--- config.mk ---
export PLATFORM = sky130hd
export DESIGN_NAME = frame_writer_flat
export DESIGN_NICKNAME = d
export VERILOG_FILES = /design/src/source/eth_rx_pkg.sv /design/src/source/buf_bus_if.sv /design/src/source/frame_writer.sv /design/src/flat_wrapper.sv
export SDC_FILE = /design/constraint.sdc
export NUM_CORES = 1
export LEC_CHECK = 0
export BUFFER_PORTS_ARGS = -buffer_cell sky130_fd_sc_hd__buf_2
export CORE_MARGIN = 2
export CORE_UTILIZATION = 58
export CTS_BUF_LIST = sky130_fd_sc_hd__clkbuf_16
export CTS_CLUSTER_DIAMETER = 200
export CTS_CLUSTER_SIZE = 10
export DETAILED_ROUTE_END_ITERATION = 10
export GPL_TIMING_DRIVEN = 1
export PLACE_DENSITY = 0.88
export SLEW_MARGIN = 20
export SYNTH_ARGS = -nofsm -noshare
export SYNTH_HDL_FRONTEND = slang
export SYNTH_SLANG_ARGS = --single-unit
export TNS_END_PERCENT = 50
--- constraint.sdc ---
create_clock -name clock -period 2.5 [get_ports clock]
set_input_delay 0.25 -clock clock [delete_from_list [all_inputs] [get_ports clock]]
set_output_delay 0.25 -clock clock [all_outputs]
set_load 0.01 [all_outputs]
--- src/source/eth_rx_pkg.sv ---
//----------------------------------------------------------
// ethernet receive definitions
//----------------------------------------------------------

package eth_rx_pkg;

  //----------------------------------------------------------
  // frame buffer geometry
  //----------------------------------------------------------
  // byte address into the shared frame buffer
  localparam int buf_addr_w = 11;
  // address bits inside one slot
  localparam int slot_addr_w = 10;
  // frame length counter, wide enough to hold a full slot
  localparam int len_w = 11;
  localparam logic [len_w-1:0] slot_bytes = 11'd1024;

  //----------------------------------------------------------
  // preamble and delimiter
  //----------------------------------------------------------
  localparam int pre_cnt_w = 3;
  // 0x55 bytes needed before the sfd
  localparam logic [pre_cnt_w-1:0] min_preamble = 3'd5;
  localparam logic [7:0] preamble_byte = 8'h55;
  localparam logic [7:0] sfd_byte = 8'hD5;

  //----------------------------------------------------------
  // fcs check
  //----------------------------------------------------------
  // ieee 802.3 generator, shifted msb first
  localparam logic [31:0] crc_poly = 32'h04C11DB7;
  // remainder left behind by a frame with a good fcs
  localparam logic [31:0] crc_residue = 32'hC704DD7B;

  // frame writer states
  typedef enum logic [1:0] {idle, write, post, drop} writer_state_t;

  // preamble detector states
  typedef enum logic [1:0] {wait_dv, preamble, payload} detect_state_t;

endpackage
--- src/source/buf_bus_if.sv ---
//----------------------------------------------------------
// frame buffer bus
//----------------------------------------------------------
`timescale 1ns/100ps

interface buf_bus_if;
  import eth_rx_pkg::*;

  // byte wide data path
  localparam int data_w = 8;

  // held by the requester until grant
  logic req;
  // driven by the store, access happens in this cycle
  logic grant;
  logic we;
  logic [buf_addr_w-1:0] addr;
  logic [data_w-1:0] wdata;
  // read data, valid one cycle after grant
  logic [data_w-1:0] rdata;

  modport requester (output req, we, addr, wdata, input grant, rdata);

  modport store (input req, we, addr, wdata, output grant, rdata);

endinterface

--- src/source/frame_writer.sv ---
//----------------------------------------------------------
// frame writer and fcs check
//----------------------------------------------------------
`timescale 1ns/100ps

module frame_writer (
  input  logic                        clock,
  input  logic                        rst_n,
  input  logic [7:0]                  payload_data,
  input  logic                        payload_valid,
  input  logic                        frame_end,
  input  logic                        rx_error,
  input  logic                        frame_release,
  buf_bus_if.requester                bus,
  output logic                        frame_valid,
  output logic                        frame_slot,
  output logic [eth_rx_pkg::len_w-1:0] frame_len,
  output logic                        frame_ok,
  output logic [7:0]                  frames_dropped
);
  import eth_rx_pkg::*;

  writer_state_t state;
  // one flag per slot, set when its frame is posted
  logic [1:0] full;
  // slot of the oldest posted frame
  logic head;
  logic cur_slot;
  logic [len_w-1:0] byte_cnt;
  logic [31:0] crc;
  logic err_seen;
  logic [len_w-1:0] slot_len [2];
  logic [1:0] slot_ok;
  logic have_free;
  logic free_slot;
  logic wr_slot;
  logic byte_done;

  // crc-32 over one byte, bits enter lsb first as on the wire
  function automatic logic [31:0] crc_next(input logic [31:0] crc_in, input logic [7:0] data);
    logic [31:0] c;
    logic fb;
    c = crc_in;
    for (int i = 0; i < 8; i++) begin
      fb = c[31] ^ data[i];
      c = {c[30:0], 1'b0} ^ (fb ? crc_poly : 32'h0);
    end
    return c;
  endfunction

  assign have_free = ~&full;
  assign free_slot = full[0];
  // a new frame goes to the free slot, later bytes follow cur_slot
  assign wr_slot = (state == idle) ? free_slot : cur_slot;

  // write request in the same cycle the byte arrives
  assign bus.req = payload_valid &
                   (((state == idle) && have_free) ||
                    ((state == write) && (byte_cnt != slot_bytes)));
  assign bus.we = 1'b1;
  assign bus.addr = {wr_slot, byte_cnt[slot_addr_w-1:0]};
  assign bus.wdata = payload_data;
  assign byte_done = bus.req & bus.grant;

  // descriptor of the oldest frame
  assign frame_valid = |full;
  assign frame_slot = head;
  assign frame_len = slot_len[head];
  assign frame_ok = slot_ok[head];

  //----------------------------------------------------------
  // fcs, error flag and descriptor contents
  //----------------------------------------------------------
  always_ff @(posedge clock) begin
    if (byte_done) begin
      crc <= crc_next((state == idle) ? 32'hFFFF_FFFF : crc, payload_data);
    end
    // rx_error leads the payload byte by one clock
    if (state == idle && !payload_valid) begin
      err_seen <= rx_error;
    end else begin
      err_seen <= err_seen | rx_error;
    end
    if (state == post) begin
      slot_len[cur_slot] <= byte_cnt;
      slot_ok[cur_slot]  <= (crc == crc_residue) & ~err_seen;
    end
  end

  //----------------------------------------------------------
  // slot bookkeeping
  //----------------------------------------------------------
  always_ff @(posedge clock) begin
    if (!rst_n) begin
      state          <= idle;
      full           <= 2'b00;
      head           <= 1'b0;
      cur_slot       <= 1'b0;
      byte_cnt       <= '0;
      frames_dropped <= '0;
    end else begin
      if (byte_done) begin
        byte_cnt <= byte_cnt + 1'b1;
      end
      // the host frees the head, the other slot becomes oldest
      if (frame_release && frame_valid) begin
        full[head] <= 1'b0;
        head       <= ~head;
      end
      case (state)
        idle: begin
          if (payload_valid) begin
            cur_slot <= free_slot;
            state    <= have_free ? write : drop;
          end
        end
        write: begin
          if (frame_end) begin
            state <= post;
          end else if (payload_valid && byte_cnt == slot_bytes) begin
            // longer than a slot
            state <= drop;
          end
        end
        post: begin
          full[cur_slot] <= 1'b1;
          if (!full[~cur_slot]) begin
            head <= cur_slot;
          end
          byte_cnt <= '0;
          state    <= idle;
        end
        drop: begin
          if (frame_end) begin
            frames_dropped <= frames_dropped + 8'd1;
            byte_cnt       <= '0;
            state          <= idle;
          end
        end
        default: state <= idle;
      endcase
    end
  end

endmodule

--- src/flat_wrapper.sv ---
// flat-port wrapper written by rule: the top's interface ports become plain ports
module frame_writer_flat import eth_rx_pkg::*;
  (clock, rst_n, payload_data, payload_valid, frame_end, rx_error, frame_release, frame_valid, frame_slot, frame_len, frame_ok, frames_dropped, bus_req, bus_we, bus_addr, bus_wdata, bus_grant, bus_rdata);
  buf_bus_if bus_i ();
  input  logic clock;
  input  logic rst_n;
  input  logic [7:0] payload_data;
  input  logic payload_valid;
  input  logic frame_end;
  input  logic rx_error;
  input  logic frame_release;
  output logic frame_valid;
  output logic frame_slot;
  output logic [eth_rx_pkg::len_w-1:0] frame_len;
  output logic frame_ok;
  output logic [7:0] frames_dropped;
  output wire logic [$bits(bus_i.req)-1:0] bus_req;
  output wire logic [$bits(bus_i.we)-1:0] bus_we;
  output wire logic [$bits(bus_i.addr)-1:0] bus_addr;
  output wire logic [$bits(bus_i.wdata)-1:0] bus_wdata;
  input wire logic [$bits(bus_i.grant)-1:0] bus_grant;
  input wire logic [$bits(bus_i.rdata)-1:0] bus_rdata;
  assign bus_req = bus_i.req;
  assign bus_we = bus_i.we;
  assign bus_addr = bus_i.addr;
  assign bus_wdata = bus_i.wdata;
  assign bus_i.grant = bus_grant;
  assign bus_i.rdata = bus_rdata;
  frame_writer u_core (.clock(clock), .rst_n(rst_n), .payload_data(payload_data), .payload_valid(payload_valid), .frame_end(frame_end), .rx_error(rx_error), .frame_release(frame_release), .bus(bus_i), .frame_valid(frame_valid), .frame_slot(frame_slot), .frame_len(frame_len), .frame_ok(frame_ok), .frames_dropped(frames_dropped));
endmodule
# After elaboration in Yosys (flattened, before gate mapping)
# Memories as Yosys holds them, arrays and structs flattened. A register that Yosys moved wholly into a read port is not among the register bits.
# Index checks and enable logic that the tools add are counted.
# op_classes
n_addsub,2
order_cmp,5
eq_ne,9
mux,38
bitwise,26
reduce_logical,16
# op_table
op,n
32-bit XOR,8
27-bit two-way mux,8
"32-bit == test, second input constant",1
32-bit two-way mux,1
11-bit two-way mux,2
11-bit case mux with 2 select lines,1
2-bit two-way mux,8
1-bit two-way mux,14
"11-bit by 1-bit adder with 11-bit output, second input constant",1
"11-bit == test, second input constant",1
"11-bit != test, second input constant",1
"8-bit by 1-bit adder with 8-bit output, second input constant",1
2-bit case mux with 4 select lines,1
1-bit XOR,8
1-bit logical AND,7
"1-bit by 2-bit less-than comparator with 1-bit output, second input constant",3
2-bit AND reduction,3
"2-bit == test, second input constant",2
"2-bit != test, second input constant",2
1-bit bitwise AND,3
"3-bit != test, second input constant",1
1-bit NOT,3
3-bit AND reduction,1
2-bit bitwise AND,1
other kinds (11),14
# totals
regBits,60
mem_bits_rw,22
out_inout_bits,43
word_cells,106
n_memories,1
# memory_table
memory,words,word_bits,rd,rd_clocked_by_memory_dff,wr,line,rtl
u_core.slot_len,2,11,1,1,1,frame_writer.sv:32,logic [len_w-1:0] slot_len [2];

# Longest topological paths before layout
# Gate-level depths: netlist (run 1).
# logic_depth
depth_word,26
depth_mapped,7
ltp_nobuf,7

# Least setup slack after synthesis (run 1)
# OpenSTA, ideal clock, no wires.
# synth_path
kind,reg-to-reg
startpoint,reg u_core.byte_cnt[0]
endpoint,"reg u_core.crc[0], enable pin"
setup_ns,0.401
t_arrival_ns,1.897
t_required_ns,2.099
slack_ns,0.202
path_stages_with_launch,7
n_path_buf,0
synth_period_minus_slack_ns,2.298
cell_sequence,dfxtp_1 > inv_1 > ha_1 > nor4b_1 > a31oi_4 > o21ai_2 > inv_1
# synth_via
elab_chain_cells,5
# synth_rtl
element,line,rtl
start: declaration,frame_writer.sv:29,logic [len_w-1:0] byte_cnt;
start signal: assignment,frame_writer.sv:103,byte_cnt <= byte_cnt + 1'b1;
11-bit != test,frame_writer.sv:59,((state == write) && (byte_cnt != slot_bytes)));
1-bit logical AND,frame_writer.sv:59,
1-bit logical OR,frame_writer.sv:58,(((state == idle) && have_free) ||
1-bit bitwise AND,frame_writer.sv:57,assign bus.req = payload_valid &
1-bit bitwise AND,frame_writer.sv:63,assign byte_done = bus.req & bus.grant;
end signal: assignment,frame_writer.sv:76,"crc <= crc_next((state == idle) ? 32'hFFFF_FFFF : crc, payload_data);"
end: declaration,frame_writer.sv:30,logic [31:0] crc;
# No other way between the ends.
# A chain may end at the register's enable or synchronous reset.

# Final worst setup path (run 1)
# layout_path
startpoint,reg u_core.byte_cnt[7]
endpoint,out bus_req
# layout_via
elab_chain_cells,4
# layout_rtl
element,line,rtl
11-bit != test,frame_writer.sv:59,
1-bit logical AND,frame_writer.sv:59,
1-bit logical OR,frame_writer.sv:58,
1-bit bitwise AND,frame_writer.sv:57,
end: declaration,flat_wrapper.sv:17,output wire logic [$bits(bus_i.req)-1:0] bus_req;
# No other way between the ends.

==> results of run 1 <==
path summary, 6_finish.rpt:
kind / start / end / slack (ns) / cells past startpoint
setup / recovery: u_core.byte_cnt[7] / bus_req / 0.20 / 4
hold / removal: rx_error / u_core.err_seen / 0.09 / 2
setup reg to reg: u_core.crc[13] / u_core.slot_ok[1] / 0.24 / 4
hold reg to reg: u_core.err_seen / u_core.err_seen / 0.50 / 2
layout by cell type, fill, tap and decap left out, types with 2 or more instances in the layout:
master,n
inv_6,3
o31ai_1,2
and2_1,8
o21ai_0,5
xnor3_1,6
and3_1,7
nand2_1,8
clkbuf_16,9
xnor2_2,4
buf_4,11
nand3_1,7
a21oi_1,6
xnor2_1,65
buf_12,2
o2111ai_1,3
edfxtp_1,56
nor2b_1,4
mux2_2,13
mux2i_1,2
nand2b_1,3
nor2_2,3
ha_1,3
dfxtp_1,27
o211ai_1,3
inv_1,8
or3_1,2
nand4_1,5
xor2_1,35
nor2_1,45
nor4b_1,2
clkinvlp_4,3
nand4b_1,3
buf_2,56
area by class of cell:
cell class,count,area [µm²]
multi-input cells,268,2120
fillers,558,2500
inverters,8,30.0
clock inverters,7,60.1
well taps,102,128
clock buffers,9,225
flip-flops and latches,83,2220
repair buffers,69,403
flip-flops by register name, indices dropped and copies added, names as in the netlist, named ones only:
name and flops:
u_core.crc 32, u_core.slot_len 22, u_core.byte_cnt 11, u_core.frames_dropped 8
u_core.full 2, u_core.slot_ok 2, u_core.state 2, u_core.cur_slot 1
u_core.err_seen 1, u_core.frame_slot 1
per-layer routing:
layer  share of wire [%]  routed length [µm]  track usage (%)
met1                  39                3700             27.1
met2                  53                4960             40.8
met3                 5.7                 534             4.43
met4                 2.6                 243             10.8
met5                   0                   0                0
cell families after synthesis:
family,Yosys count
compound gates,27
mux,15
simple gates,110
flops,83
buf+inv,46
other cells,1
fa+ha+maj,3
xor+xnor,112
power by group:
group	internal (mW)	total, mW	switching (mW)
clock network	0.690	1.26	0.572
logic	0.509	0.990	0.481
registers	1.66	1.74	0.0886
metrics by stage:
stage / util, % / cell area, µm² / hold slack [ns] / setup WS, ns / total power, mW
6_report: 67.5 / 5190 / 0.0950 / 0.196 / 4.00
5_1_grt: 67.5 / 5190 / 0.0890 / 0.104 / 4.17
4_1_cts: 67.4 / 5180 / 0.0857 / 0.0373 / 4.02
3_5_place_dp: 63.7 / 4900 / 0.445 / 0.218 / 2.75
3_3_place_gp: 63.7 / 4900 / 0.437 / 0.298 / 2.71
2_1_floorplan: - / 4590 / 0.351 / 0.202 / 2.54
cells in the mapped netlist (5+ instances only):
library cell	instances	area share [%]
buf_2	8	0.87
inv_1	8	0.65
xnor2_1	65	12
and3_1	7	0.95
edfxtp_1	56	37
mux2_2	13	3.2
and2_1	8	1.1
buf_4	22	3.6
nor2_1	45	3.7
a21oi_1	6	0.65
nand3_1	7	0.76
nand2_1	8	0.65
o21ai_0	5	0.54
xnor3_1	6	2.9
dfxtp_1	27	12
xor2_1	35	6.7
nand4_1	5	0.68
clkbuf_1	6	0.49
==> flow_metrics.env, run 1 <==
export IMPL_drcViolationCount=0
export IMPL_dp_hpwl_mm=6.51
export IMPL_hold_path_class="in2reg"
export IMPL_final_cells=546
export IMPL_netlist_instances=397
export IMPL_yosys_mux_area_fraction_pct=3.62
export IMPL_slew_headroom_pct=57.4
export IMPL_first_pass_iters=4
export IMPL_antenna_found_initial=0
export IMPL_nets=465
export IMPL_clock_skew_ns=0.00550
export IMPL_port_buffers=56
export IMPL_clockRootBuffer="clkbuf_16"
export IMPL_setup_worst_path_start_class="flop"
export IMPL_slew_viol_final=0
export IMPL_num_antenna_cells=0
export IMPL_netlist_area_mm2=0.00459
export IMPL_vias_per_cell=5.58
export IMPL_drive_above_1_share_pct=25.9
export IMPL_ctsResizeCount=0
export IMPL_grt_max_degree=34
export IMPL_place_inst=530
export IMPL_ys_seq_elements=83
export IMPL_ys_seq_area_share_pct=48.4
export IMPL_core_area_mm2=0.00769
export IMPL_critPathRequiredTime_ns=2.25
export IMPL_clkSinkCount=83
export IMPL_cp_max_fo=9
export IMPL_finalSetupTns_ns=0
export IMPL_outcome="finished, final reports clean"
export IMPL_dieHeight_um=93
export IMPL_row_count=32
export IMPL_globalRouteOverflowTotal=0
export IMPL_synth_top_family_by_area="XOR/XNOR gates"
export IMPL_drt_initial_drc_count=175
export IMPL_dieArea_mm2=0.00865
export IMPL_synth_edf_count=56
export IMPL_via_count=3044
export IMPL_clkTransAtPathRegs_ns=0.06
export IMPL_crit_buf_inv=1
export IMPL_crit_type="reg2out"
export IMPL_initial_utilization_pct=59.8
export IMPL_syn_area_per_cell_um2=11.6
export IMPL_cp_top_family="simple AND/OR/NAND/NOR gates"
export IMPL_cts_hold_fix_buffers=0
export IMPL_grt_pass1_vias=3052
export IMPL_grt_use_total_pct=23.1
export IMPL_finalCritPeriodShare_pct=92.1
export IMPL_synth_flop_cell="edfxtp_1"
export IMPL_post_cts_setup_buffers=0
export IMPL_area_growth_syn_to_layout_pct=13.0
export IMPL_cpPeakStageDelay_ns=0.62
export IMPL_ys_types=52
export IMPL_synthSimpleGateAreaFrac_pct=12.6
export IMPL_leakagePower_nw=1.94
export IMPL_slowest_stage="nor4b_1"
export IMPL_worstMarginPinSlew_ns=0.630
export IMPL_path_cells="nor4b_1 > a31oi_4 > or2_2 > buf_2"
export IMPL_synth_xor_area_share_pct=24.4
export IMPL_worstSetupEndpointType="primary output"
export IMPL_maxCapViolCount=0
export IMPL_gp_congestion=0.840
export IMPL_rsz0062_at_grt="false"
export IMPL_clockBufferDepth=2
export IMPL_die_width_um=93
export IMPL_io_pins=66
export IMPL_setup_viol=0
export IMPL_htree_num_levels=3
export IMPL_grt_pass1_wl_mm=15.1
export IMPL_clock_latency_ns=0.34
export IMPL_synth_fa_ha_area_share_pct=0.817
export IMPL_syn_nets=423
export IMPL_yosys_warnings=0
export IMPL_synth_async_reset_ratio_pct=0
export IMPL_fmax_ghz=0.434
export IMPL_powerDensity_mw_per_mm2=770
export IMPL_numCtsBuffers=9
export IMPL_tritoncts="done"
export IMPL_synth_compound_area_share_pct=4.38
export IMPL_cp_data_arrival_time_ns=2.05
export IMPL_postRouteAntennaNets=0
export IMPL_routed_wl_mm=9.44
export IMPL_hold_viol_final=0
export IMPL_ir_worst_vdd_v=0.000468
export IMPL_avgRoutedWirePerCell_um=17.3
export IMPL_final_min_clock_period_ns=2.30
Power figures use the tool's default switching activity.
==> run 2: changes to the inputs <==
Settings changed: ABC_AREA set to 1, PLACE_DENSITY 0.88 to 0.9.
==> flow_metrics.env, run 2 <==
export IMPL_hold_viol_final=0
export IMPL_htree_num_levels=3
export IMPL_slew_viol_final=0
export IMPL_synth_edf_count=56
export IMPL_finalCritPeriodShare_pct=87.4
export IMPL_cp_data_arrival_time_ns=2.27
export IMPL_netlist_area_mm2=0.00472
export IMPL_final_cell_mix="nand2_1, inv_1, nor2_1, buf_2, edfxtp_1"
export IMPL_outcome="finished, final reports clean"
export IMPL_cp_max_fo=30
export IMPL_placed_area_mm2=0.00500
export IMPL_port_buffers=56
export IMPL_core_area_mm2=0.00781
export IMPL_synth_area_leaders="edfxtp_1, dfxtp_1, nand2_1"
export IMPL_netlist_instances=535
export IMPL_row_count=32
export IMPL_tritoncts="done"
export IMPL_post_cts_setup_buffers=0
export IMPL_fmax_ghz=0.458
export IMPL_grt_use_total_pct=25.0
export IMPL_rsz0062_at_grt="false"
export IMPL_first_pass_iters=5
export IMPL_clockRootBuffer="clkbuf_16"
export IMPL_area_growth_syn_to_layout_pct=12.4
export IMPL_syn_area_per_cell_um2=8.83
export IMPL_initial_utilization_pct=60.5
export IMPL_drive_above_1_share_pct=22.2
export IMPL_slowest_stage="dfxtp_1"
export IMPL_synth_flop_cell="edfxtp_1"
export IMPL_multi_input_area_mm2=0.00204
export IMPL_final_min_clock_period_ns=2.19
export IMPL_grt_pass1_wl_mm=16.9
export IMPL_hold_path_class="in2reg"
export IMPL_clkSinkCount=83
export IMPL_crit_type="reg2reg"
export IMPL_powerDensity_mw_per_mm2=718
export IMPL_via_count=3721
export IMPL_drt_initial_drc_count=283
export IMPL_syn_nets=561
export IMPL_finalSetupTns_ns=0
export IMPL_drcViolationCount=0
export IMPL_synthTopCellsByCount="nand2_1, inv_1, nor2_1"
export IMPL_clockBufferDepth=2
export IMPL_fin_area_mm2=0.00531
export IMPL_clock_skew_ns=0.00585
export IMPL_fin_ws_ns=0.315
export IMPL_yosys_warnings=0
export IMPL_cts_hold_fix_buffers=0
export IMPL_io_pins=66
export IMPL_ctsResizeCount=0
export IMPL_antenna_found_initial=0
export IMPL_clock_latency_ns=0.34
export IMPL_ys_seq_elements=83
export IMPL_reg_top3="u_core.crc x32, u_core.slot_len x22, u_core.byte_cnt x11"
export IMPL_avgRoutedWirePerCell_um=15.5
export IMPL_setup_viol=0
export IMPL_dp_hpwl_mm=7.66
export IMPL_path_cells="nor2_2 > buf_12 > nor2_1 > nand2_1 > nand2_4 > nand2_1 > nand2_1 > xor2_1 > xor2_1 > inv_1"
export IMPL_final_common_cell="nand2_1"
export IMPL_leakagePower_nw=2.42
export IMPL_dieArea_mm2=0.00888
export IMPL_dieHeight_um=94.2
export IMPL_synth_top_area_share_pct=35.6
export IMPL_largest_register="u_core.crc"
export IMPL_die_width_um=94.2
export IMPL_grt_max_degree=38
export IMPL_routed_wl_mm=10.6
export IMPL_clkTransAtPathRegs_ns=0.06
export IMPL_synth_top_cell_by_area="edfxtp_1"
export IMPL_ir_worst_vdd_v=0.000354
export IMPL_worstSetupEndpointType="flop"
export IMPL_worstMarginPinSlew_ns=0.504
export IMPL_num_antenna_cells=0
export IMPL_postRouteAntennaNets=0
export IMPL_vias_per_cell=5.41
export IMPL_maxCapViolCount=0
export IMPL_largest_register_ffs=32
export IMPL_path_common_cell="nand2_1"
export IMPL_cpPeakStageDelay_ns=0.47
export IMPL_fillers=553
export IMPL_globalRouteOverflowTotal=0
export IMPL_ys_seq_area_share_pct=47.1
export IMPL_synth_async_reset_ratio_pct=0
export IMPL_gp_congestion=0.884
export IMPL_slew_headroom_pct=66.3
export IMPL_setup_worst_path_start_class="flop"
export IMPL_synthMostInstantiatedCell="nand2_1"
export IMPL_critPathRequiredTime_ns=2.59
export IMPL_grt_pass1_vias=3615
export IMPL_dp_slack_ns=0.334
export IMPL_numCtsBuffers=9
export IMPL_regArea_mm2=0.00222
export IMPL_nets=607
export IMPL_ys_types=36
==> run 2: cell types whose count changed in the layout (fill, tap and decap cells not counted), moves of 8 or more <==
cell	change
a21oi_1	+13
and2_1	-8
inv_1	+56
nand2_1	+112
nand2_2	+17
nand2_4	+8
nor2_1	+12
o21ai_0	+8
xnor2_1	-57
==> run 2: worst max-delay path, delay by kind of cell (launching register included) <==
kind,cells,cell delay [ns]
xor+xnor,2,0.46
simple gates,6,0.76
buf+inv,2,0.24
flops,1,0.47
==> run 2: path summary, 6_finish.rpt <==
| check | to | cells past startpoint | startpoint | slack [ns] |
|---|---|---|---|---|
| hold reg to reg | u_core.frames_dropped[0] | 2 | u_core.frames_dropped[0] | 0.48 |
| hold / removal | u_core.err_seen | 2 | rx_error | 0.13 |
| setup / recovery | u_core.crc[6] | 10 | u_core.state[0] | 0.31 |
| setup reg to reg | u_core.crc[6] | 10 | u_core.state[0] | 0.31 |
==> run 2: layout make-up <==
class	count	share of cell area, %
Sequential cell	83	41.9
Multi-Input combinational cell	357	38.5
Timing Repair Buffer	62	6.60
Inverter	68	4.81
Clock buffer	9	4.24
Tap cell	102	2.41
Clock inverter	7	1.53
==> run 2: through the flow <==
step | total power [mW] | util, % | hold WS [ns] | cells
floorplan | 2.27 | - | 0.357 | 535
global placement | 2.41 | 64.0 | 0.453 | 672
detailed placement | 2.46 | 64.0 | 0.470 | 672
CTS | 3.81 | 68.0 | 0.135 | 688
global route | 3.97 | 68.0 | 0.131 | 688
finish | 3.81 | 68.0 | 0.135 | 688
==> run 2: routing by layer <==
layer  track usage, %  part of all wire, %
met1             28.9                   38
met2             45.2                   52
met3             4.90                  7.1
met4             10.3                  2.5
met5                0                    0
==> run 2: cell families (layout without fill, tap and decap cells) <==
kind of cell / Yosys count / after routing / share of synthesized area (%)
buf+inv: 95 / 146 / 9.64
fa+ha+maj: 3 / 3 / 0.795
mux: 11 / 11 / 2.62
simple gates: 247 / 247 / 24.0
flops: 83 / 83 / 47.1
xor+xnor: 55 / 55 / 11.2
other cells: 1 / 1 / 0.0794
compound gates: 40 / 40 / 4.53
==> run 2: power by group <==
part | switching (mW) | leakage (nW) | total (mW) | internal (mW)
clock | 0.571 | 0.147 | 1.36 | 0.788
combinational | 0.511 | 1.53 | 0.791 | 0.280
sequential | 0.0562 | 0.741 | 1.66 | 1.60
